==> config.mk <==
export PLATFORM = sky130hd
export DESIGN_NAME = alu
export DESIGN_NICKNAME = d
export VERILOG_FILES = /design/src/fabPkg.sv /design/src/alu.sv
export SDC_FILE = /design/constraint.sdc
export NUM_CORES = 1
export LEC_CHECK = 0
export ABC_CLOCK_PERIOD_IN_PS = 6100
export BUFFER_PORTS_ARGS = -buffer_cell sky130_fd_sc_hd__buf_2
export CORE_ASPECT_RATIO = 2
export CORE_UTILIZATION = 65
export DETAILED_ROUTE_END_ITERATION = 12
export PLACE_DENSITY_LB_ADDON = 0.08
export SLEW_MARGIN = 20
export SYNTH_ARGS = -nofsm -noshare
export SYNTH_HDL_FRONTEND = slang
export SYNTH_SLANG_ARGS = --single-unit
==> constraint.sdc <==
create_clock -name vclk -period 6.1
set_input_delay 1.22 -clock vclk [all_inputs]
set_output_delay 1.22 -clock vclk [all_outputs]
set_load 0.005 [all_outputs]
==> src/fabPkg.sv <==
package fabPkg;

	////////////////////////////////////////////////////////////
	// Widths
	////////////////////////////////////////////////////////////
	localparam int dataWidth = 32;
	localparam int regAddrWidth = 5;

	// Word address, 256 words of program and data
	localparam int pcWidth = 8;

	typedef logic [dataWidth-1:0] Word;
	typedef logic [regAddrWidth-1:0] RegAddr;
	typedef logic [pcWidth-1:0] Pc;

	////////////////////////////////////////////////////////////
	// Instruction encodings
	////////////////////////////////////////////////////////////

	// Opcode field, bits 31:26
	typedef enum logic [5:0] {
		opRtype = 6'h00,
		opJ     = 6'h02,
		opBeq   = 6'h04,
		opBne   = 6'h05,
		opAddi  = 6'h08,
		opLw    = 6'h23,
		opSw    = 6'h2b,
		opEop   = 6'h3f
	} Opcode;

	// Funct field for R-type, bits 5:0
	typedef enum logic [5:0] {
		fnAdd = 6'h20,
		fnSub = 6'h22,
		fnAnd = 6'h24,
		fnOr  = 6'h25,
		fnXor = 6'h26,
		fnSlt = 6'h2a
	} Funct;

	////////////////////////////////////////////////////////////
	// Datapath selects
	////////////////////////////////////////////////////////////
	typedef enum logic [2:0] {
		aluAdd = 3'd0,
		aluSub = 3'd1,
		aluAnd = 3'd2,
		aluOr  = 3'd3,
		aluXor = 3'd4,
		aluSlt = 3'd5
	} AluOp;

	// EX operand source
	typedef enum logic [1:0] {
		fwdNone = 2'd0,
		fwdWb   = 2'd1,
		fwdMem  = 2'd2
	} FwdSel;

endpackage

==> src/alu.sv <==
`timescale 1ns/1ps

module alu (
	input  fabPkg::Word  a,
	input  fabPkg::Word  b,
	input  fabPkg::AluOp op,
	output fabPkg::Word  result
);
	import fabPkg::*;

	logic lessThan;

	// Signed compare for SLT
	assign lessThan = $signed(a) < $signed(b);

	always_comb begin
		case (op)
			aluAdd: result = a + b;
			aluSub: result = a - b;
			aluAnd: result = a & b;
			aluOr: result = a | b;
			aluXor: result = a ^ b;
			aluSlt: result = {{(dataWidth-1){1'b0}}, lessThan};
			default: result = '0;
		endcase
	end

endmodule

[Word-level counts from Yosys, hierarchy flattened]
Index checks and enable logic that the tools add are counted.
Widths: inputs -> output; s select.
Storage, ports and cells
  logic and storage cells: 13
  bits of input ports: 67
  register bits: 0
Operators by class
  reduce and logical (&&, ||, !) cells: 1
  order comparisons: 1
  add/subtract/negate cells: 2
  bitwise gates (word level): 3
  mux-type cells: 1
  eq/ne operators: 5
Operators by type and width (count)
  $pmux 32 s6: 1
  $add 32x32->32: 1
  $and 32x32->32: 1
  $lt 32x32->1: 1
  $or 32x32->32: 1
  $sub 32x32->32: 1
  $xor 32x32->32: 1
  $eq 3x2->1 const B: 2
  $eq 3x3->1 const B: 2
  $eq 3x1->1 const B: 1
  $logic_not 3->1: 1

[Logic depth before layout (Yosys ltp)]
  word-level depth: 2
  depth in mapped cells: 12
  mapped depth without buffers: 12

[Worst setup path after synthesis]
OpenSTA, ideal clock, no wires.
  kind: input to output
  start point: in a[0]
  end point: out result[30]
  path slack: 1.328 ns
  data arrival time: 3.552 ns
  path buffers: 0
  stages: 11
  cell sequence: ha_1 > fa_1 > a211oi_1 > o21a_1 > a211oi_2 > o211ai_1 > nand2_1 > o21ai_1 > a311o_1 > or4b_1 > o311ai_1
Between the ends
  cells in the longest elaborated chain, start to end: 2
  elaborated cells on any way between the ends: 3
RTL lines
  start, declared: RTL line alu.sv:4  | input fabPkg::Word a,
  $sub 32x32->32 or $add 32x32->32 (tied branches): RTL line alu.sv:19, alu.sv:18
  $pmux 32 s6 *: RTL line alu.sv:17  | case (op)
  end, declared: RTL line alu.sv:7  | output fabPkg::Word result
Mark *: on every way between the ends. The rest lies on a longest branch, timed or not.

[Worst setup path in the final report]
Ends and elaborated chain as after synthesis.

==> impl_metrics.toml <==
[timing]
final.min_clock_period_ns = 5.563
tightest_slew_ns = 0.9962
post-route-period-util_pct = 91.19
drv_slew = 0
hold_violations = 0
grt_setup_unrepaired = "no"
setup_tns_ns = 0
max_slew_margin_pct = 33.59
holdWs_ns = 3.039
setup_violations = 0
fmax_mhz = 179.8

[global_routing]
met2_usage_pct = 83.07
grt_pass1_vias = 6645
grt.overflow.total = 0
grt_start_max_net_pins = 54
antenna_found_initial = 0
busiest_layer = "met2"
track_usage_pct = 45.24
met3_usage_pct = 10.40
grt_pass1_wl_um = 30370
use_met1_pct = 39.18

[finish]
post-route-util_pct = 72.53
drive_gt1_share_pct = 15.35
final_common_cell = "ha_1"
antennaDiodeCount = 0
syn2layout_area_growth_pct = 8.177
final-seq-area_um2 = 0
n_sequential_cell = 0
nets = 1045
final_cell_mix = "ha_1 (101), buf_2 (99), inv_1 (91), nor2_1 (87), a21oi_1 (78)"
n_fill_cell = 652
n_clock_buffer = 0

[worst_setup_path]
cp-end-kind = "output pin"
cp.arrival_ns = 4.34
cp_max_fo = 4
critPathCapture = "result[30]"
critPathLaunch = "a[0]"
worst_setup_path_start_kind = "primary input"
crit_required_ns = 4.88
critical_path_class = "primary input to output pin"

[floorplan]
core_um2 = 7943
pin_count = 99
rows = 46
die-area_um2 = 8580
die_height_um = 130
initial_utilization_pct = 67.04
die_w_um = 66

[routing]
antenna_left = 0
post_drt_wl_per_cell_um = 20.15
dr.first_iter.drc_count = 547
drt-total-wl_um = 19530
num_vias = 6720
post_drt_via_cell_ratio = 6.935
drcViolationCount = 0
first_pass_iters = 6

[synth]
syn-cell-area_um2 = 5325
syn-num-nets = 990
postSynthCellCount = 820
avgSynthCellArea_um2 = 6.494
ys_seq_area_share_pct = 0
yosysWarnings = 0
synth_cell_type_count = 78

[worst_hold_path]
hp-class = "primary input to output pin"

[job]
drv_cap = 0

[run_status]
status = "complete, no violations"

[clocking]
cts_resized = 0
cts_setup_buffers = 0
ctsHoldBuffers = 0

[power_and_ir_drop]
p_per_area_nw_per_um2 = 99.93
power_leakage_nw = 2.810
irDropWorstVdd_mv = 0.05562

[placement]
place_hpwl_um = 15230
io_buffers = 99
gp_congestion = 1.078
worst min-delay path by stage:
stage,start,end,slack [ns],depth (start not counted)
floorplan,op[0],result[16],2.68,2
global placement,b[4],result[4],3.02,5
detailed placement,a[5],result[5],3.04,7
CTS,a[9],result[9],3.04,7
global route,a[3],result[3],3.10,7
finish,a[9],result[9],3.04,7
power breakdown:
| part | switching (mW) | internal [mW] |
|---|---|---|
| registers | 0 | 0 |
| logic | 0.358 | 0.217 |
| clock network | 0 | 0 |
synth_stat cells (all sizes together), types with 3 or more instances:
library cell / n / area share, %
nand4: 3 / 0.35
nand2b: 10 / 1.2
o32a: 4 / 0.75
nor2: 88 / 6.3
o211ai: 18 / 2.5
o22ai: 16 / 1.9
o311ai: 3 / 0.49
nor2b: 8 / 0.94
o21a: 10 / 1.4
xnor2: 14 / 2.3
a21o: 13 / 1.8
a21oi: 80 / 7.7
o31a: 4 / 0.66
a31oi: 16 / 1.9
o2111ai: 3 / 0.49
nand3: 12 / 1.1
a22oi: 7 / 0.99
a41oi: 3 / 0.49
clkbuf: 38 / 2.7
or2: 7 / 0.82
buf: 15 / 1.6
inv: 92 / 6.5
a21boi: 4 / 0.63
o221ai: 8 / 1.3
o31ai: 7 / 1.1
and3: 7 / 0.82
a221oi: 3 / 0.49
o21ai: 62 / 6.0
ha: 101 / 24
or3: 7 / 0.82
o21bai: 14 / 2.0
nand2: 54 / 3.8
nor3: 24 / 2.3
a211oi: 16 / 2.9
and2: 6 / 0.70
mux2i: 6 / 1.1
nor4: 6 / 0.82
area by class of cell:
class	instances	area (um^2)	share of cell area, %
tap	96	120.1	2.085
inverter	92	345.3	5.995
multi-input combinational	675	4747	82.41
timing repair buffer	106	548.0	9.513
worst max-delay path, cell delays in order:
cell      delay [ns]
buf_2           0.11
ha_1            0.25
fa_1            0.45
a211oi_1        0.40
o21a_1          0.25
a211oi_2        0.10
o211ai_1        0.28
nand2_1         0.12
o21ai_1         0.22
a311o_1         0.21
or4b_1          0.43
o311ai_1        0.12
buf_2           0.18
logic make-up after synthesis:
kind of cell | count (synthesis) | synth area share [%]
compound gates | 309 | 39.24
simple gates | 241 | 21.66
buf+inv | 145 | 10.86
fa+ha+maj | 103 | 24.48
xor+xnor | 16 | 2.632
mux | 6 | 1.128
per-layer routing:
metal  part of all wire (%)  wire (um)  up-vias
met5                      0          0        -
met4                    9.4       1840        0
met3                    7.0       1361      162
met2                     52      10070      416
met1                     32       6255     3102
li1                       -          -     3040
through the flow:
| stage | instances | worst slack, ns | area (um^2) | power, mW |
|---|---|---|---|---|
| 6_report | 969 | 0.5372 | 5761 | 0.5756 |
| 5_1_grt | 969 | 0.4104 | 5761 | 0.6210 |
| 4_1_cts | 969 | 0.5752 | 5761 | 0.5543 |
| 3_5_place_dp | 969 | 0.6016 | 5761 | 0.5514 |
| 3_3_place_gp | 969 | 0.6463 | 5761 | 0.5347 |
| 2_1_floorplan | 820 | 1.328 | 5325 | 0.3861 |
Note: power is estimated with default switching activity, not from simulation.
