--- src/fabPkg.sv ---
package fabPkg;

	////////////////////////////////////////////////////////////
	// Widths
	////////////////////////////////////////////////////////////
	localparam int dataWidth = 32;
	localparam int regAddrWidth = 5;

	// Word address, 256 words of program and data
	localparam int pcWidth = 8;

	typedef logic [dataWidth-1:0] Word;
	typedef logic [regAddrWidth-1:0] RegAddr;
	typedef logic [pcWidth-1:0] Pc;

	////////////////////////////////////////////////////////////
	// Instruction encodings
	////////////////////////////////////////////////////////////

	// Opcode field, bits 31:26
	typedef enum logic [5:0] {
		opRtype = 6'h00,
		opJ     = 6'h02,
		opBeq   = 6'h04,
		opBne   = 6'h05,
		opAddi  = 6'h08,
		opLw    = 6'h23,
		opSw    = 6'h2b,
		opEop   = 6'h3f
	} Opcode;

	// Funct field for R-type, bits 5:0
	typedef enum logic [5:0] {
		fnAdd = 6'h20,
		fnSub = 6'h22,
		fnAnd = 6'h24,
		fnOr  = 6'h25,
		fnXor = 6'h26,
		fnSlt = 6'h2a
	} Funct;

	////////////////////////////////////////////////////////////
	// Datapath selects
	////////////////////////////////////////////////////////////
	typedef enum logic [2:0] {
		aluAdd = 3'd0,
		aluSub = 3'd1,
		aluAnd = 3'd2,
		aluOr  = 3'd3,
		aluXor = 3'd4,
		aluSlt = 3'd5
	} AluOp;

	// EX operand source
	typedef enum logic [1:0] {
		fwdNone = 2'd0,
		fwdWb   = 2'd1,
		fwdMem  = 2'd2
	} FwdSel;

endpackage

--- src/hazardUnit.sv ---
`timescale 1ns/1ps

module hazardUnit (
	input  fabPkg::RegAddr rsId,
	input  fabPkg::RegAddr rtId,
	input  fabPkg::RegAddr rsEx,
	input  fabPkg::RegAddr rtEx,
	input  fabPkg::RegAddr writeRegEx,
	input  fabPkg::RegAddr writeRegMem,
	input  fabPkg::RegAddr writeRegWb,
	input  logic           regWriteEx,
	input  logic           regWriteMem,
	input  logic           regWriteWb,
	input  logic           memToRegEx,
	input  logic           memToRegMem,
	input  logic           branchId,
	input  logic           eopId,
	output logic           stallFetch,
	output logic           flushEx,
	output logic           fwdBranchA,
	output logic           fwdBranchB,
	output fabPkg::FwdSel  fwdA,
	output fabPkg::FwdSel  fwdB
);
	import fabPkg::*;

	logic exHitsId;
	logic memHitsId;
	logic loadUse;
	logic branchWait;

	// A live write to a real register that matches the source
	function automatic logic hits(RegAddr dst, logic we, RegAddr src);
		return we && (dst != '0) && (dst == src);
	endfunction

	function automatic FwdSel pickFwd(RegAddr src);
		if (hits(writeRegMem, regWriteMem, src)) begin
			return fwdMem;
		end else if (hits(writeRegWb, regWriteWb, src)) begin
			return fwdWb;
		end
		return fwdNone;
	endfunction

	assign exHitsId = hits(writeRegEx, regWriteEx, rsId) || hits(writeRegEx, regWriteEx, rtId);
	assign memHitsId = hits(writeRegMem, regWriteMem, rsId) || hits(writeRegMem, regWriteMem, rtId);

	// Load in EX, consumer in ID
	assign loadUse = memToRegEx && exHitsId && !eopId;
	// Branch compares in ID, so it waits for any EX result and for a load in MEM
	assign branchWait = branchId && (exHitsId || (memToRegMem && memHitsId));

	assign flushEx = loadUse || branchWait;
	assign stallFetch = flushEx || eopId;

	assign fwdBranchA = hits(writeRegMem, regWriteMem, rsId) && !memToRegMem;
	assign fwdBranchB = hits(writeRegMem, regWriteMem, rtId) && !memToRegMem;

	assign fwdA = pickFwd(rsEx);
	assign fwdB = pickFwd(rtEx);

endmodule

--- config.mk ---
export PLATFORM = sky130hd
export DESIGN_NAME = hazardUnit
export DESIGN_NICKNAME = d
export VERILOG_FILES = /design/src/fabPkg.sv /design/src/hazardUnit.sv
export SDC_FILE = /design/constraint.sdc
export NUM_CORES = 1
export LEC_CHECK = 0
export BUFFER_PORTS_ARGS = -buffer_cell sky130_fd_sc_hd__buf_2
export CORE_UTILIZATION = 41
export DETAILED_ROUTE_END_ITERATION = 16
export GPL_TIMING_DRIVEN = 1
export PLACE_DENSITY = 0.86
export SLEW_MARGIN = 10
export SYNTH_ARGS = -nofsm -noshare
export SYNTH_HDL_FRONTEND = slang
export SYNTH_SLANG_ARGS = --single-unit
--- constraint.sdc ---
create_clock -name vclk -period 1.6
set_clock_uncertainty 0.15 [all_clocks]
set_input_delay 0 -clock vclk [all_inputs]
set_output_delay 0 -clock vclk [all_outputs]
set_load 0.1 [all_outputs]
Word level (Yosys, flattened, before mapping)
Cells that the tools add are included.

storage, ports and cells
  ROM bits = 0
  logic and storage cells = 45
  bits in writable memories = 0
  memories kept = 0
  bits in latches = 0
  output and inout port bits = 8
  bits in registers = 0
  input port bits = 42

operators by class
  order comparisons = 0
  eq/ne operators = 8
  divide/modulo/power cells = 0
  multiply operators = 0
  bitwise logic cells = 0
  reduce and logical (&&, ||, !) cells = 27
  shifts and indexed selects = 0
  add/sub/neg operators = 0
  mux-type cells = 10

operators by type and width
  cell                number
  == test 5 bit       8
  logical AND 1 bit   17
  nonzero test 5 bit  3
  two-way mux 2 bit   6
  logical OR 1 bit    5
  two-way mux 1 bit   4
  zero test 1 bit     2

Logic depth before layout (Yosys ltp)
Gate-level depths: netlist (run 1).

  word-level depth = 9
  gate-level depth with buffers = 6
  depth with buffers taken out = 5

Worst setup path after synthesis (run 1)
Ideal clock, no wire load.

  path type = input-to-output
  start point = input port writeRegMem[2]
  end point = output port fwdA[0]
  arrival = 3.121 ns
  data required time = 1.450 ns
  buffers on the path = 1
  stages = 5
  path slack = -1.671 ns
  cells stage by stage = clkbuf_1 -> or4_4 -> o21ai_4 -> nor4_2 -> nor4_2

between the ends
  longest elaborated chain between the ends = 5
  elaborated cells between the ends (all ways) = 7
  classes of those cells = eq/ne (1); mux (3); reduce/logical (3)

ends and longest elaborated chain
  item                                                           line              source
  from (decl)                                                    hazardUnit.sv:9   input fabPkg::RegAddr writeRegMem,
  nonzero test 5 bit                                             hazardUnit.sv:34  return we && (dst != '0) && (dst == src);
  logical AND 1 bit                                              hazardUnit.sv:34
  logical AND 1 bit (*)                                          hazardUnit.sv:34
  two-way mux 2 bit / two-way mux 1 bit (equally long branches)  hazardUnit.sv:38  if (hits(writeRegMem, regWriteMem, src)) begin
  two-way mux 2 bit (*)                                          hazardUnit.sv:43  return fwdNone;
  to (decl)                                                      hazardUnit.sv:22  output fabPkg::FwdSel fwdA,

Mark *: on every way between the ends. The rest lies on a longest branch, timed or not.

Final worst setup path (run 1)
  start point = input port writeRegMem[4]
  end point = output port fwdA[0]

The elaborated chain is that of the path after synthesis.

==> flow_summary.yaml, run 1 <==
setup_path:
  end_kind: "primary output"
  worstPathRequired_ns: 1.45
  criticalPathCategory: "primary input to primary output"
  worstSetupStartpointType: "primary input"
  arrival_ns: 1.44
  crit_fanout: 4
global_route:
  grt_max_degree: 6
  overflow: 0
  grt_pass1_wl_um: 2390
  grt_usage: 0.209
  antenna_found_initial: 0
  first_global_vias: 634
sta:
  rsz0062_at_grt: "yes"
  hold_viol: 0
  slew_headroom: 0.738
  clock.fmax_mhz: 629
  setup_ws_ns: 0.0106
  worst_pin_slew_ns: 0.390
  period_needed_ns: 1.59
  drv_slew: 0
  setup-tns-final_ns: 0
  setup_viol: 0
  fin_crit_sh: 0.993
pwr:
  combPwrFrac: 1.000
  p_per_area_nw_per_um2: 275
  p_leak_uw: 0.000473
  ir_drop_mv: 0.171
  p_sw_uw: 161
  p_int_uw: 141
  power_frac_seq: 0
  p_clk_frac: 0
  swShare: 0.532
logic_synthesis:
  syn_inst: 76
  seq_area_frac_synth: 0
  yosysMostFrequentCell: "xor2_1"
  synth_fp_nets: 118
  yosysUniqueCellTypes: 20
  synth_top_area_share: 0.335
  syn_avg_cell_area_um2: 7.92
  yosys_warnings: 0
  synth.area.top_cells: "xor2_1 33%, xnor2_1 25%, nor4_2 8.3%, or4_1 5.0%, nand3_1 4.2%"
  synth_top_area_cell: "xor2_1"
  synth_top_cells_by_count: "23 x xor2_1, 17 x xnor2_1, 5 x nand3_1"
  syn_area_um2: 602
drt:
  num_vias: 733
  viasPerCell: 5.06
  dr.pass1.iters: 3
  wl_per_cell_um: 11.9
  postRouteWirelength_um: 1730
  drtIter0Drc: 5
  ant_nets: 0
  drc: 0
place:
  post-dp-hpwl_um: 1560
  place_ws_ns: -0.0167
  gp_congestion: 0.701
  io_buffers: 50
cells_and_area:
  n_clock_buffer: 0
  drive_above_1_share: 0.554
  area_delta_synth_final_pct: 82.3
  multi_input_area_um2: 646
  layout.nets: 174
  seq_cells: 0
  diodes: 0
  nFillCells: 92
  regArea_um2: 0
die:
  rows: 13
  fp.dieW_um: 40.3
  die_h_um: 40.3
  dieArea_um2: 1620
  io_pins: 50
  core_area_um2: 1330
  start_util: 0.451
flow_run:
  cap_violations: 0
worst_hold_path:
  hp-class: "primary input to primary output"
clock_network:
  hold_buffers: 0
  cts_resized: 2
  cts_setup_buffers: 0
status:
  status: "finished, final reports clean"
## critical path, cell delays in order
cell,delay (ns)
buf_4,0.13
or4_4,0.52
o21ai_4,0.18
buf_6,0.14
nor4_4,0.06
nor4_4,0.19
buf_12,0.21
## area by class of cell
| cell class | instances | share of cell area |
|---|---|---|
| Inverter | 1 | 0.00342 |
| Multi-Input combinational cell | 70 | 0.588 |
| Tap cell | 15 | 0.0171 |
| Timing Repair Buffer | 59 | 0.391 |
## path summary, 6_finish.rpt
check | startpoint | endpoint | slack, ns | cells after the start
hold / removal | memToRegMem | fwdBranchB | 0.18 | 3
setup / recovery | writeRegMem[4] | fwdA[0] | 0.01 | 7
## cell families after synthesis
logic type,Yosys count,share of synthesized area
compound gates,7,0.0894
xor+xnor,40,0.582
buf+inv,6,0.0541
simple gates,23,0.274
## power groups by stage
| stage | clock network [uW] | registers, uW | logic, uW |
|---|---|---|---|
| after global routing | 0 | 0 | 324 |
| after floorplan | 0 | 0 | 186 |
| after CTS | 0 | 0 | 299 |
| after global placement | 0 | 0 | 287 |
| final | 0 | 0 | 302 |
| after detailed placement | 0 | 0 | 296 |
## per-stage QoR
stage | utilization | hold WS [ns] | total power, uW | area (um2) | instances
6_report | 0.823 | 0.182 | 302 | 1100 | 145
5_1_grt | 0.823 | 0.199 | 324 | 1100 | 145
4_1_cts | 0.811 | 0.181 | 299 | 1080 | 145
3_5_place_dp | 0.807 | 0.184 | 296 | 1080 | 145
3_3_place_gp | 0.807 | 0.175 | 287 | 1080 | 145
2_1_floorplan | - | 0.0332 | 186 | 714 | 76
## layout by cell type, fill, tap and decap left out, drive strengths merged
cell     n
buf     58
xor2    23
xnor2   17
nand3    5
or4      5
nor4     4
nor3     4
o21ai    4
nor3b    2
a31oi    1
nor2b    1
o221ai   1
nand2    1
nor2     1
inv      1
o211ai   1
clkbuf   1
## layer usage
| layer | track usage | wire length (um) | up-vias |
|---|---|---|---|
| met5 | 0 | 0 | - |
| met4 | 0 | 0 | 0 |
| met3 | 0 | 95 | 0 |
| met2 | 0.476 | 954 | 35 |
| met1 | 0.215 | 676 | 325 |
| li1 | - | - | 373 |
Note: power is estimated with default switching activity, not from simulation.
==> inputs of run 2 (changes only) <==
clock period = 1.5 ns   (was 1.6 ns; I/O delays follow)
==> run 2 against run 1 <==
  * Final area is 16% higher
  * Global-route usage is 20 points higher
  * Critical path depth stayed put
  * Largest cell class unchanged
  * Worst setup slack worse by 0.26 ns
  * First-iteration DRC count grew to 10 times the previous value
  * Combinational power is 39% higher
  * Via count is 37% higher
  * Sequential share of layout area stayed put
  * The run now ends with setup timing left
==> flow_summary.yaml, run 2 (synthesis results as in run 1) <==
status:
  status: "finished with violations"
  failed_checks: "setup timing"
setup_path:
  slowest_stage: "o211ai_1"
  end_kind: "primary output"
  arrival_ns: 1.60
  cp_top_family: "compound AO/OA/AOI/OAI gates"
  crit_cells: 7
  critPathBufInv: 2
  worstSetupStartpointType: "primary input"
  criticalPathCategory: "primary input to primary output"
  max_stage_delay_ns: 0.42
  worstPathRequired_ns: 1.35
  path_cells: "buf_2, xnor2_1, nand3_1, nor3_2, a31oi_1, o211ai_1, buf_12"
  crit_fanout: 3
worst_hold_path:
  hp-class: "primary input to primary output"
  min_path_cells: 3
drt:
  wl_per_cell_um: 26.0
  drtIter0Drc: 52
  wl_met1_um: 1340
  viasPerCell: 6.49
  ant_nets: 0
  postRouteWirelength_um: 4030
  num_vias: 1006
  top_layer: "met4"
  dr_wl_met2_um: 1840
  drc: 0
  dr.pass1.iters: 4
  dr_wl_met3_um: 427
die:
  start_util: 0.451
  fp.dieW_um: 40.3
  rows: 13
  die_h_um: 40.3
  io_pins: 50
  core_area_um2: 1330
  dieArea_um2: 1620
sta:
  clock.fmax_mhz: 572
  worst_pin_slew_ns: 0.455
  setup_ws_ns: -0.249
  rsz0062_at_grt: "yes"
  hold_viol: 0
  drv_slew: 0
  setup_viol: 6
  slew_headroom: 0.695
  fin_crit_sh: 1.17
  period_needed_ns: 1.75
  holdWs_ns: 0.208
clock_network:
  hold_buffers: 0
pwr:
  p_clk_frac: 0
  combPwrFrac: 1.000
  p_int_uw: 181
  p_per_area_nw_per_um2: 330
  power.total_uw: 420
  power_frac_seq: 0
  p_sw_uw: 238
  ir_drop_mv: 0.217
  p_leak_uw: 0.000557
  swShare: 0.568
cells_and_area:
  postLayoutCoreUtil: 0.952
  final_cell_mix: "40 x buf_2, 23 x xor2_1, 17 x buf_4"
  diodes: 0
  stdcell_count: 155
  area_delta_synth_final_pct: 111
  layout.nets: 184
  regArea_um2: 0
  drive_above_1_share: 0.664
  final_common_cell: "buf_2"
  seq_cells: 0
  n_clock_buffer: 0
place:
  post-dp-hpwl_um: 2160
  dp.cells: 152
  io_buffers: 50
  gp_congestion: 0.882
global_route:
  first_global_vias: 847
  grt_max_degree: 6
  overflow: 0
  grt_usage: 0.405
  grt_pass1_wl_um: 4220
  antenna_found_initial: 0
flow_run:
  cap_violations: 0
-- run 2: cell types whose count changed in the layout (fill, tap and decap cells not counted), moves of 3 or more --
cell	previous run	this run
buf_4	9	17
nor3_2	0	3
nor3_1	4	1
or4_4	1	4
or4_1	4	1
-- run 2: through the flow --
stage | setup slack [ns] | instance area, um2 | setup TNS, ns
finish | -0.249 | 1270 | -0.569
global route | -0.297 | 1270 | -0.808
CTS | -0.135 | 1200 | -0.302
detailed placement | -0.171 | 1170 | -0.461
global placement | -0.0621 | 1170 | -0.181
floorplan | -0.776 | 726 | -3.60
-- run 2: repair_timing --
action                                  in CTS  in global routing
gates resized for setup                      5                 11
endpoints found under the setup margin       5                  8
buffers inserted                             2                  1
pin swaps                                    5                  7
cloned                                       0                  0
-- run 2: worst paths after layout --
path / startpoint / to / slack (ns)
max: writeRegEx[2] / stallFetch / -0.25
min: memToRegMem / fwdBranchB / 0.21
-- run 2: tightest hold or removal path: cells and delay by family --
kind	cells	cell delay [ns]
buffers and inverters	2	0.29
AND/OR/NAND/NOR	1	0.06
-- run 2: power groups by stage --
stage	clock network, uW	registers [uW]	logic, uW
2_1_floorplan	0	0	201
3_3_place_gp	0	0	331
3_5_place_dp	0	0	350
4_1_cts	0	0	361
5_1_grt	0	0	433
6_report	0	0	420
-- run 2: final cells by class --
class / instances / area [um2]
tap: 15 / 18.8
inverter: 1 / 3.75
multi-input combinational: 70 / 714
fill: 35 / 63.8
timing repair buffer: 69 / 533
-- run 2: per-layer routing --
metal,vias up,track usage
met3,48,0.0667
li1,396,-
met4,0,0.200
met2,108,0.722
met1,454,0.461
met5,-,0
