$ cat src/fabPkg.sv
package fabPkg;

	////////////////////////////////////////////////////////////
	// Widths
	////////////////////////////////////////////////////////////
	localparam int dataWidth = 32;
	localparam int regAddrWidth = 5;

	// Word address, 256 words of program and data
	localparam int pcWidth = 8;

	typedef logic [dataWidth-1:0] Word;
	typedef logic [regAddrWidth-1:0] RegAddr;
	typedef logic [pcWidth-1:0] Pc;

	////////////////////////////////////////////////////////////
	// Instruction encodings
	////////////////////////////////////////////////////////////

	// Opcode field, bits 31:26
	typedef enum logic [5:0] {
		opRtype = 6'h00,
		opJ     = 6'h02,
		opBeq   = 6'h04,
		opBne   = 6'h05,
		opAddi  = 6'h08,
		opLw    = 6'h23,
		opSw    = 6'h2b,
		opEop   = 6'h3f
	} Opcode;

	// Funct field for R-type, bits 5:0
	typedef enum logic [5:0] {
		fnAdd = 6'h20,
		fnSub = 6'h22,
		fnAnd = 6'h24,
		fnOr  = 6'h25,
		fnXor = 6'h26,
		fnSlt = 6'h2a
	} Funct;

	////////////////////////////////////////////////////////////
	// Datapath selects
	////////////////////////////////////////////////////////////
	typedef enum logic [2:0] {
		aluAdd = 3'd0,
		aluSub = 3'd1,
		aluAnd = 3'd2,
		aluOr  = 3'd3,
		aluXor = 3'd4,
		aluSlt = 3'd5
	} AluOp;

	// EX operand source
	typedef enum logic [1:0] {
		fwdNone = 2'd0,
		fwdWb   = 2'd1,
		fwdMem  = 2'd2
	} FwdSel;

endpackage

$ cat src/controlUnit.sv
`timescale 1ns/1ps

module controlUnit (
	input  fabPkg::Word  instr,
	output logic         regDst,
	output logic         aluSrc,
	output fabPkg::AluOp aluOp,
	output logic         memWrite,
	output logic         memToReg,
	output logic         regWrite,
	output logic         branch,
	output logic         branchNe,
	output logic         jump,
	output logic         eop
);
	import fabPkg::*;

	Opcode opcode;
	Funct funct;

	assign opcode = Opcode'(instr[31:26]);
	assign funct = Funct'(instr[5:0]);

	always_comb begin
		// Defaults give a no-op
		regDst = 1'b0;
		aluSrc = 1'b0;
		aluOp = aluAdd;
		memWrite = 1'b0;
		memToReg = 1'b0;
		regWrite = 1'b0;
		branch = 1'b0;
		branchNe = 1'b0;
		jump = 1'b0;
		eop = 1'b0;
		case (opcode)
			opRtype: begin
				regDst = 1'b1;
				regWrite = 1'b1;
				case (funct)
					fnAdd: aluOp = aluAdd;
					fnSub: aluOp = aluSub;
					fnAnd: aluOp = aluAnd;
					fnOr: aluOp = aluOr;
					fnXor: aluOp = aluXor;
					fnSlt: aluOp = aluSlt;
					// Also catches the all-zero bubble
					default: regWrite = 1'b0;
				endcase
			end
			opAddi: begin
				aluSrc = 1'b1;
				regWrite = 1'b1;
			end
			opLw: begin
				aluSrc = 1'b1;
				memToReg = 1'b1;
				regWrite = 1'b1;
			end
			opSw: begin
				aluSrc = 1'b1;
				memWrite = 1'b1;
			end
			opBeq: branch = 1'b1;
			opBne: begin
				branch = 1'b1;
				branchNe = 1'b1;
			end
			opJ: jump = 1'b1;
			opEop: eop = 1'b1;
			default: ;
		endcase
	end

endmodule

$ cat config.mk
export PLATFORM = sky130hd
export DESIGN_NAME = controlUnit
export DESIGN_NICKNAME = d
export VERILOG_FILES = /design/src/fabPkg.sv /design/src/controlUnit.sv
export SDC_FILE = /design/constraint.sdc
export NUM_CORES = 1
export LEC_CHECK = 0
export ABC_AREA = 1
export BUFFER_PORTS_ARGS = -buffer_cell sky130_fd_sc_hd__buf_2
export CORE_AREA = 2 2 39 41
export DETAILED_ROUTE_END_ITERATION = 16
export DIE_AREA = 0 0 41 43
export PLACE_DENSITY_LB_ADDON = 0.25
export SETUP_SLACK_MARGIN = 0.3
export SLEW_MARGIN = 10
export SYNTH_ARGS = -nofsm -noshare
export SYNTH_HDL_FRONTEND = slang
export SYNTH_SLANG_ARGS = --single-unit
$ cat constraint.sdc
create_clock -name vclk -period 0.8
set_input_delay 0.08 -clock vclk [all_inputs]
set_output_delay 0.08 -clock vclk [all_outputs]
set_load 0.02 [all_outputs]
# After elaboration in Yosys (flattened, before gate mapping)
# Cells that the tools add are included.
[word_totals]
output_inout_bits = 12
ff_bits = 0
[classes]
eq_ne = 13
reduce_logical = 5
mux = 12
[ops]
columns = ["op", "count"]
rows = [
  ["$eq 6x6->1 const B", 9],
  ["$pmux 3 s5", 1],
  ["$eq 6x3->1 const B", 2],
  ["$mux 1", 9],
  ["$eq 6x2->1 const B", 1],
  ["$eq 6x4->1 const B", 1],
  ["$logic_not 6->1", 1],
  ["$reduce_or 6->1", 1],
  ["$reduce_or 2->1", 2],
  ["$mux 3", 1],
  ["$reduce_or 3->1", 1],
  ["$pmux 1 s2", 1],
]

# Depth between registers and ports, before layout
# Gate-level depths: netlist of the first run.
[logic_depth]
depth_word = 4
ltp_mapped = 6
mapped_depth_nobuf = 6

# Worst setup path after synthesis of the first run
# Ideal clock, no wire load.
[synth_timing]
path_type = "input to output"
from = "input port instr[30]"
to = "output port branchNe"
cell_stages = 3
required_time_ns = 0.720
path_slack_ns = -0.202
arrival_time_ns = 0.922
n_path_buf = 0
cell_sequence = "nor2_2 -> nand2_1 -> nor4_1"
[synth_via]
elab_chain_len = 2
[synth_lines]
columns = ["item", "line", "text"]
rows = [
  ["from (decl)", "controlUnit.sv:4", "input fabPkg::Word instr,"],
  ["$eq 6x3->1", "controlUnit.sv:36", "case (opcode)"],
  ["$mux 1", "controlUnit.sv:36", ""],
  ["to (decl)", "controlUnit.sv:12", "output logic branchNe,"],
]
# Every way passes these cells.

# Final worst setup path of the first run
[layout_timing]
from = "input port instr[28]"
to = "output port aluOp[0]"
[layout_via]
elab_chain_len = 2
[layout_lines]
columns = ["item", "line", "text"]
rows = [
  ["$logic_not 6->1", "controlUnit.sv:36", ""],
  ["$mux 3", "controlUnit.sv:36", ""],
  ["to (decl)", "controlUnit.sv:7", "output fabPkg::AluOp aluOp,"],
]
# Every way passes these cells.

==> results of run 1 <==
[timing repair]
item	CTS	global route
resized for setup	58	10
hold endpoints to repair	0	0
setup buffers	5	1
pin swaps	14	9
endpoints found under the setup margin	12	12
[cells by family (layout without fill, tap and decap cells)]
kind of cell / count (synthesis) / count (layout) / share of synthesized area [%]
buf+inv: 16 / 55 / 20.51
xor+xnor: 1 / 1 / 2.992
simple gates: 40 / 40 / 76.50
[where the power goes]
group	switching [W]	internal [W]	total [W]
Combinational	0.000170	0.000176	0.000346
Clock	0	0	0
Sequential	0	0	0
[layout make-up]
type | instances | area (um2)
fillers | 120 | 478.0
repair buffers | 39 | 402.9
multi-input cells | 41 | 400.4
inverters | 16 | 82.58
well taps | 16 | 20.02
[stage by stage]
| step | instances | instance area [um2] | setup WS [ns] | utilization [%] | TNS [ns] |
|---|---|---|---|---|---|
| 2_1_floorplan | 57 | 410.4 | 0.03866 | - | 0 |
| 3_3_place_gp | 106 | 618.1 | -0.1908 | 44.67 | -1.302 |
| 3_5_place_dp | 106 | 618.1 | -0.2072 | 44.67 | -1.369 |
| 4_1_cts | 111 | 857.1 | -0.1437 | 61.93 | -0.7851 |
| 5_1_grt | 112 | 905.9 | -0.1822 | 65.46 | -1.289 |
| 6_report | 112 | 905.9 | -0.1212 | 65.46 | -0.8217 |
[synth_stat cells]
cell,n
sky130_fd_sc_hd__nor4_1,1
sky130_fd_sc_hd__nor3_1,3
sky130_fd_sc_hd__nor2_4,1
sky130_fd_sc_hd__nor2_1,7
sky130_fd_sc_hd__inv_2,3
sky130_fd_sc_hd__nand3_2,2
sky130_fd_sc_hd__xor2_1,1
sky130_fd_sc_hd__nand2_4,1
sky130_fd_sc_hd__nor2_2,3
sky130_fd_sc_hd__nand4_1,1
sky130_fd_sc_hd__nand3b_1,1
sky130_fd_sc_hd__inv_1,13
sky130_fd_sc_hd__nand3_1,8
sky130_fd_sc_hd__nand2_1,11
sky130_fd_sc_hd__nor2_8,1
[metal layers]
layer  GRT usage, %  wire, um  share of wire [%]  up-vias
li1               -         -                  -      255
met1          15.87       362                 31      233
met2          28.44       710                 61       15
met3              0        58                5.0        2
met4          2.667        29                2.5        0
met5              0         0                  0        -
[worst max-delay path by stage]
stage              start        to  slack [ns]  cells after the start
2_1_floorplan   instr[5]  aluOp[1]        0.04                      4
3_3_place_gp   instr[31]  regWrite       -0.19                      7
3_5_place_dp   instr[31]  regWrite       -0.21                      7
4_1_cts        instr[29]  aluOp[0]       -0.14                      7
5_1_grt        instr[28]  aluOp[0]       -0.18                      7
6_report       instr[28]  aluOp[0]       -0.12                      7
[worst max-delay path, stage by stage]
cell                      delay (ns)
sky130_fd_sc_hd__buf_8          0.10
sky130_fd_sc_hd__nor2_4         0.15
sky130_fd_sc_hd__nand2_4        0.09
sky130_fd_sc_hd__nor2_8         0.12
sky130_fd_sc_hd__nand4_1        0.11
sky130_fd_sc_hd__nand2_2        0.08
sky130_fd_sc_hd__buf_6          0.11
==> flow_summary.rst, run 1 <==
.. list-table::
   :header-rows: 1

   * - Metric
     - Value
   * - Gpl congestion
     - between 0.6 and 0.7
   * - Total GRT Usage
     - between 10% and 20%
   * - Net count of the finished layout
     - 130
   * - Growth of design area from synthesis to finish
     - 209.4%
   * - Number of nets in the synthesized netlist
     - 89
   * - Final worst slack
     - -0.1212 ns
   * - Status
     - complete, but fails checks
   * - Initial DRC count
     - 3
   * - Post-Syn Area per Cell
     - ~5.1 um2
   * - Final hold violation count
     - 0
   * - Total leakage power
     - approximately 0.47 nW
   * - Number of search-and-repair iterations in the first detailed-routing pass
     - 2
   * - Leading cell type in the layout, fill and taps excluded
     - sky130_fd_sc_hd__buf_6
   * - Detail-routed via count per cell
     - 4.509
   * - Final routed wire length divided by cell count
     - roughly 10 um
   * - Initial antenna violation count
     - 0
   * - Via count of the first global-routing pass
     - between 400 and 500
   * - Number of design rule violations left after detail routing
     - 0
   * - Final worst-path cycle share
     - 115.1%
   * - Worst-margin pin slew
     - between 0.2 and 0.25 ns
   * - Netlist Area Pre-Place
     - ~300 um2
   * - Number of setup violations in the final report
     - 11
   * - Synth warnings
     - 0
   * - Global route total overflow
     - 0
   * - Total half-perimeter wirelength after legalization and detailed placement
     - about 770 um
   * - Starting Density
     - 21.16%
   * - Relative slew slack
     - 83.62%
   * - Share of final-layout standard cells stronger than drive strength 1
     - between 70 and 80%
   * - Rows
     - 14
   * - Port Buf Inserts
     - 24
   * - Area used by sequential logic in the layout
     - 0 um2
   * - Share of Yosys cell area claimed by the top area cell type
     - between 10% and 20%
   * - Power per Cell Area
     - 382.3 mW/mm2
   * - Nature of the critical path startpoint
     - input port
   * - Worst min-delay path class
     - input port to output pin
   * - Highest-count cells in the layout ignoring fill and taps
     - 18 x sky130_fd_sc_hd__buf_6, 12 x sky130_fd_sc_hd__buf_4, 8 x sky130_fd_sc_hd__nor2_4
   * - Sequential element share of the synthesized area
     - 0%
   * - Max Slew Vio Count
     - 0
   * - Die H
     - approximately 43 um
   * - Die ar.
     - around 0.0018 mm2
   * - Worst Hold Slack
     - a little over 0.5 ns
   * - Worst min-delay path endpoint
     - aluOp[1]
   * - Via count
     - between 500 and 600
   * - Syn Inst Count
     - 57
   * - Ranking of synthesized cells by area
     - sky130_fd_sc_hd__inv_1 17%, sky130_fd_sc_hd__nand2_1 14%, sky130_fd_sc_hd__nand3_1 14%, sky130_fd_sc_hd__nor2_1 9.0%, sky130_fd_sc_hd__nand3_2 6.8%
   * - Max-cap check violation count
     - 0
   * - Critical path class
     - input port to output pin
   * - Failing checks
     - negative setup slack
   * - First-pass GRT wire length
     - roughly 1900 um
   * - Diode insertion count for antenna repair
     - 0
   * - Endpoint type of the worst setup path
     - output pin
   * - Routed Wire Length
     - about 1200 um
   * - CORE AREA
     - around 0.0014 mm2
   * - Count of boundary I/O pins
     - 44
   * - Pin count of the biggest net entering global routing
     - 6
   * - Min Clock Period, post-route
     - 0.9212 ns
   * - Max FO, Critical Path
     - 5
   * - Arrival time at the worst endpoint
     - approximately 0.84 ns
   * - Distinct cell type count after synthesis
     - 15
   * - Min-delay src
     - instr[4]
   * - RSZ-0062 raised after global routing
     - yes
   * - Top cell type by total area after synthesis
     - sky130_fd_sc_hd__inv_1
   * - Fmax
     - ~1.1 GHz
   * - Worst Hold Path Cells
     - 5
   * - Hold-fix buffer count after cts
     - 0
   * - Horizontal extent of the die
     - 41 um
   * - Required arrival time at the worst endpoint
     - roughly 0.7 ns
   * - Power after layout
     - between 0.0003 and 0.0004 W
   * - Sequential cell count
     - 0
   * - Maximum vdd ir drop
     - around 0.00021 V
   * - Post-route antenna net violation count
     - 0
   * - Clkbuf count
     - 0
Power figures use the tool's default switching activity.
==> inputs of run 2 (changes only) <==
--- a/config.mk
+++ b/config.mk
@@ -7,11 +7,15 @@
 export LEC_CHECK = 0
 export ABC_AREA = 1
 export BUFFER_PORTS_ARGS = -buffer_cell sky130_fd_sc_hd__buf_2
-export CORE_AREA = 2 2 39 41
+export CELL_PAD_IN_SITES_DETAIL_PLACEMENT = 0
+export CELL_PAD_IN_SITES_GLOBAL_PLACEMENT = 1
+export CORE_ASPECT_RATIO = 0.9
+export CORE_MARGIN = 2
+export CORE_UTILIZATION = 16
 export DETAILED_ROUTE_END_ITERATION = 16
-export DIE_AREA = 0 0 41 43
 export PLACE_DENSITY_LB_ADDON = 0.25
 export SETUP_SLACK_MARGIN = 0.3
+export SKIP_LAST_GASP = 1
 export SLEW_MARGIN = 10
 export SYNTH_ARGS = -nofsm -noshare
 export SYNTH_HDL_FRONTEND = slang
==> run 2 against run 1 <==
Compared with the run above:
- first-iteration DRC count fell by 100%
- cell count rose by 12%
- the flow still finishes with violations (negative setup slack)
- combinational power rose by 9.5%
- worst hold slack improved by 0.011 ns
- power rose by 9.3%
- die area rose by 24%
- global-route usage fell by 3.3 points
- sequential share of layout area did not move
- highest routed layer is now met3
- final area rose by 8.0%
- routed wire length rose by 6.8%
==> flow_summary.rst, run 2 (synthesized netlist as in run 1, its figures left out) <==
.. list-table::
   :header-rows: 1

   * - Metric
     - Value
   * - Slowest cell delay on critical path
     - roughly 0.16 ns
   * - Via count
     - 505
   * - Leading cell type in the layout, fill and taps excluded
     - sky130_fd_sc_hd__buf_6
   * - Relative slew slack
     - between 80% and 90%
   * - Switching share of power
     - a little under half
   * - Share of final-layout standard cells stronger than drive strength 1
     - ~82%
   * - Total leakage power
     - 0.4961 nW
   * - Family with the most delay on the worst path
     - simple AND/OR/NAND/NOR gates
   * - Min Clock Period, post-route
     - 0.9388 ns
   * - Max stage delay cell, worst path
     - sky130_fd_sc_hd__nor2_4
   * - Max FO, Critical Path
     - 5
   * - Routed Wire Length
     - approximately 1200 um
   * - Net switching power figure
     - 0.0001767 W
   * - Power after layout
     - 0.0003786 W
   * - Highest-count cells in the layout ignoring fill and taps
     - 18 x sky130_fd_sc_hd__buf_6, 15 x sky130_fd_sc_hd__buf_4, 8 x sky130_fd_sc_hd__nor2_4
   * - First-pass GRT wire length
     - roughly 2000 um
   * - Final worst-path cycle share
     - 117.4%
   * - Via count of the first global-routing pass
     - ~480
   * - Area used by sequential logic in the layout
     - 0 um2
   * - Cells traversed along the worst timing path
     - buf_8, nor2_4, nand2_4, nor2_8, nand4_1, nand2_2, buf_6
   * - RSZ-0062 raised after global routing
     - yes
   * - Global route total overflow
     - 0
   * - Die ar.
     - around 0.0022 mm2
   * - Final worst slack
     - -0.1388 ns
   * - Total GRT Usage
     - about 11%
   * - Number of setup violations in the final report
     - 12
   * - Initial antenna violation count
     - 0
   * - Starting Density
     - 17.23%
   * - Die H
     - 44.58 um
   * - Final Cell Area
     - ~1000 um2
   * - Fillers
     - roughly 170
   * - CORE AREA
     - between 0.0015 and 0.002 mm2
   * - Clkbuf count
     - 0
   * - Failing checks
     - negative setup slack
   * - Worst Hold Slack
     - 0.5305 ns
   * - Net count of the finished layout
     - approximately 140
   * - Final routed wire length divided by cell count
     - between 9 and 10 um
   * - Worst min-delay path class
     - input port to output pin
   * - Max Slew Vio Count
     - 0
   * - Count of boundary I/O pins
     - 44
   * - Gpl congestion
     - between 0.7 and 0.8
   * - Nature of the critical path startpoint
     - input port
   * - Placed Instance Area
     - ~640 um2
   * - Final hold violation count
     - 0
   * - Sequential cell count
     - 0
   * - Maximum vdd ir drop
     - a little over 0.0002 V
   * - Diode insertion count for antenna repair
     - 0
   * - Comb pwr share
     - 100.0%
   * - Rows
     - 14
   * - Worst-margin pin slew
     - 0.2284 ns
   * - Max-cap check violation count
     - 0
   * - Detail-routed via count per cell
     - slightly above 4
   * - Sequential fraction of design power
     - 0%
   * - Fmax
     - ~1.1 GHz
   * - Post-route antenna net violation count
     - 0
   * - Port Buf Inserts
     - 24
   * - Required arrival time at the worst endpoint
     - 0.72 ns
   * - Growth of design area from synthesis to finish
     - 234.2%
   * - Horizontal extent of the die
     - ~49 um
   * - Power per Cell Area
     - roughly 390 mW/mm2
   * - Initial DRC count
     - 0
   * - Arrival time at the worst endpoint
     - around 0.86 ns
   * - Endpoint type of the worst setup path
     - output pin
   * - Buffers and inverters on the worst path
     - 2
   * - Status
     - complete, but fails checks
   * - TNS Setup
     - -1.023 ns
   * - Number of search-and-repair iterations in the first detailed-routing pass
     - 1
   * - Critical path class
     - input port to output pin
   * - Total half-perimeter wirelength after legalization and detailed placement
     - 804.9 um
   * - Fraction of power consumed by the clock network
     - 0%
   * - Pin count of the biggest net entering global routing
     - 6
   * - Number of design rule violations left after detail routing
     - 0
   * - Internal cell power
     - 0.0002019 W
run 2: cell count changes in the layout (fill, tap and decap cells not counted), sizes merged:
| cell | delta |
|---|---|
| buf | +5 |
run 2: layer usage:
layer | GRT usage, % | up-vias | wire, um
met2 | 22.16 | 14 | 737
li1 | - | 262 | -
met1 | 14.14 | 229 | 457
met4 | 0 | 0 | 0
met5 | 0 | - | 0
met3 | 0.6757 | 0 | 44
run 2: area by class of cell:
| class | instances | area (um2) | share of cell area (%) |
|---|---|---|---|
| well taps | 24 | 30.03 | 3.069 |
| multi-input cells | 41 | 405.4 | 41.43 |
| inverters | 16 | 82.58 | 8.440 |
| repair buffers | 44 | 460.4 | 47.06 |
run 2: power by group through the flow:
| stage | registers, W | clock network [W] | logic, W |
|---|---|---|---|
| 2_1_floorplan | 0 | 0 | 0.000110 |
| 3_3_place_gp | 0 | 0 | 0.000230 |
| 3_5_place_dp | 0 | 0 | 0.000231 |
| 4_1_cts | 0 | 0 | 0.000334 |
| 5_1_grt | 0 | 0 | 0.000405 |
| 6_report | 0 | 0 | 0.000379 |
run 2: timing repair:
| action | in CTS | in global routing |
|---|---|---|
| endpoints found under the setup margin | 12 | 12 |
| buffers inserted | 5 | 4 |
| gates resized for setup | 53 | 18 |
| hold buffers | 0 | 0 |
| pin swaps | 14 | 15 |
run 2: worst min-delay path, cell delays in order:
cell                      delay, ns
sky130_fd_sc_hd__buf_6         0.08
sky130_fd_sc_hd__nor2_4        0.04
sky130_fd_sc_hd__nand3_2       0.06
sky130_fd_sc_hd__nor3_2        0.04
sky130_fd_sc_hd__buf_4         0.15
run 2: worst paths after layout:
| path | start | endpoint | cells after the start |
|---|---|---|---|
| worst max-delay path | instr[28] | aluOp[0] | 7 |
| worst min-delay path | instr[4] | aluOp[1] | 5 |
run 2: per-stage QoR:
step / instances / utilization (%) / setup slack, ns
2_1_floorplan: 57 / - / 0.03866
3_3_place_gp: 116 / 37.85 / -0.1851
3_5_place_dp: 116 / 37.85 / -0.2076
4_1_cts: 121 / 51.55 / -0.1558
5_1_grt: 125 / 57.58 / -0.1879
6_report: 125 / 57.58 / -0.1388
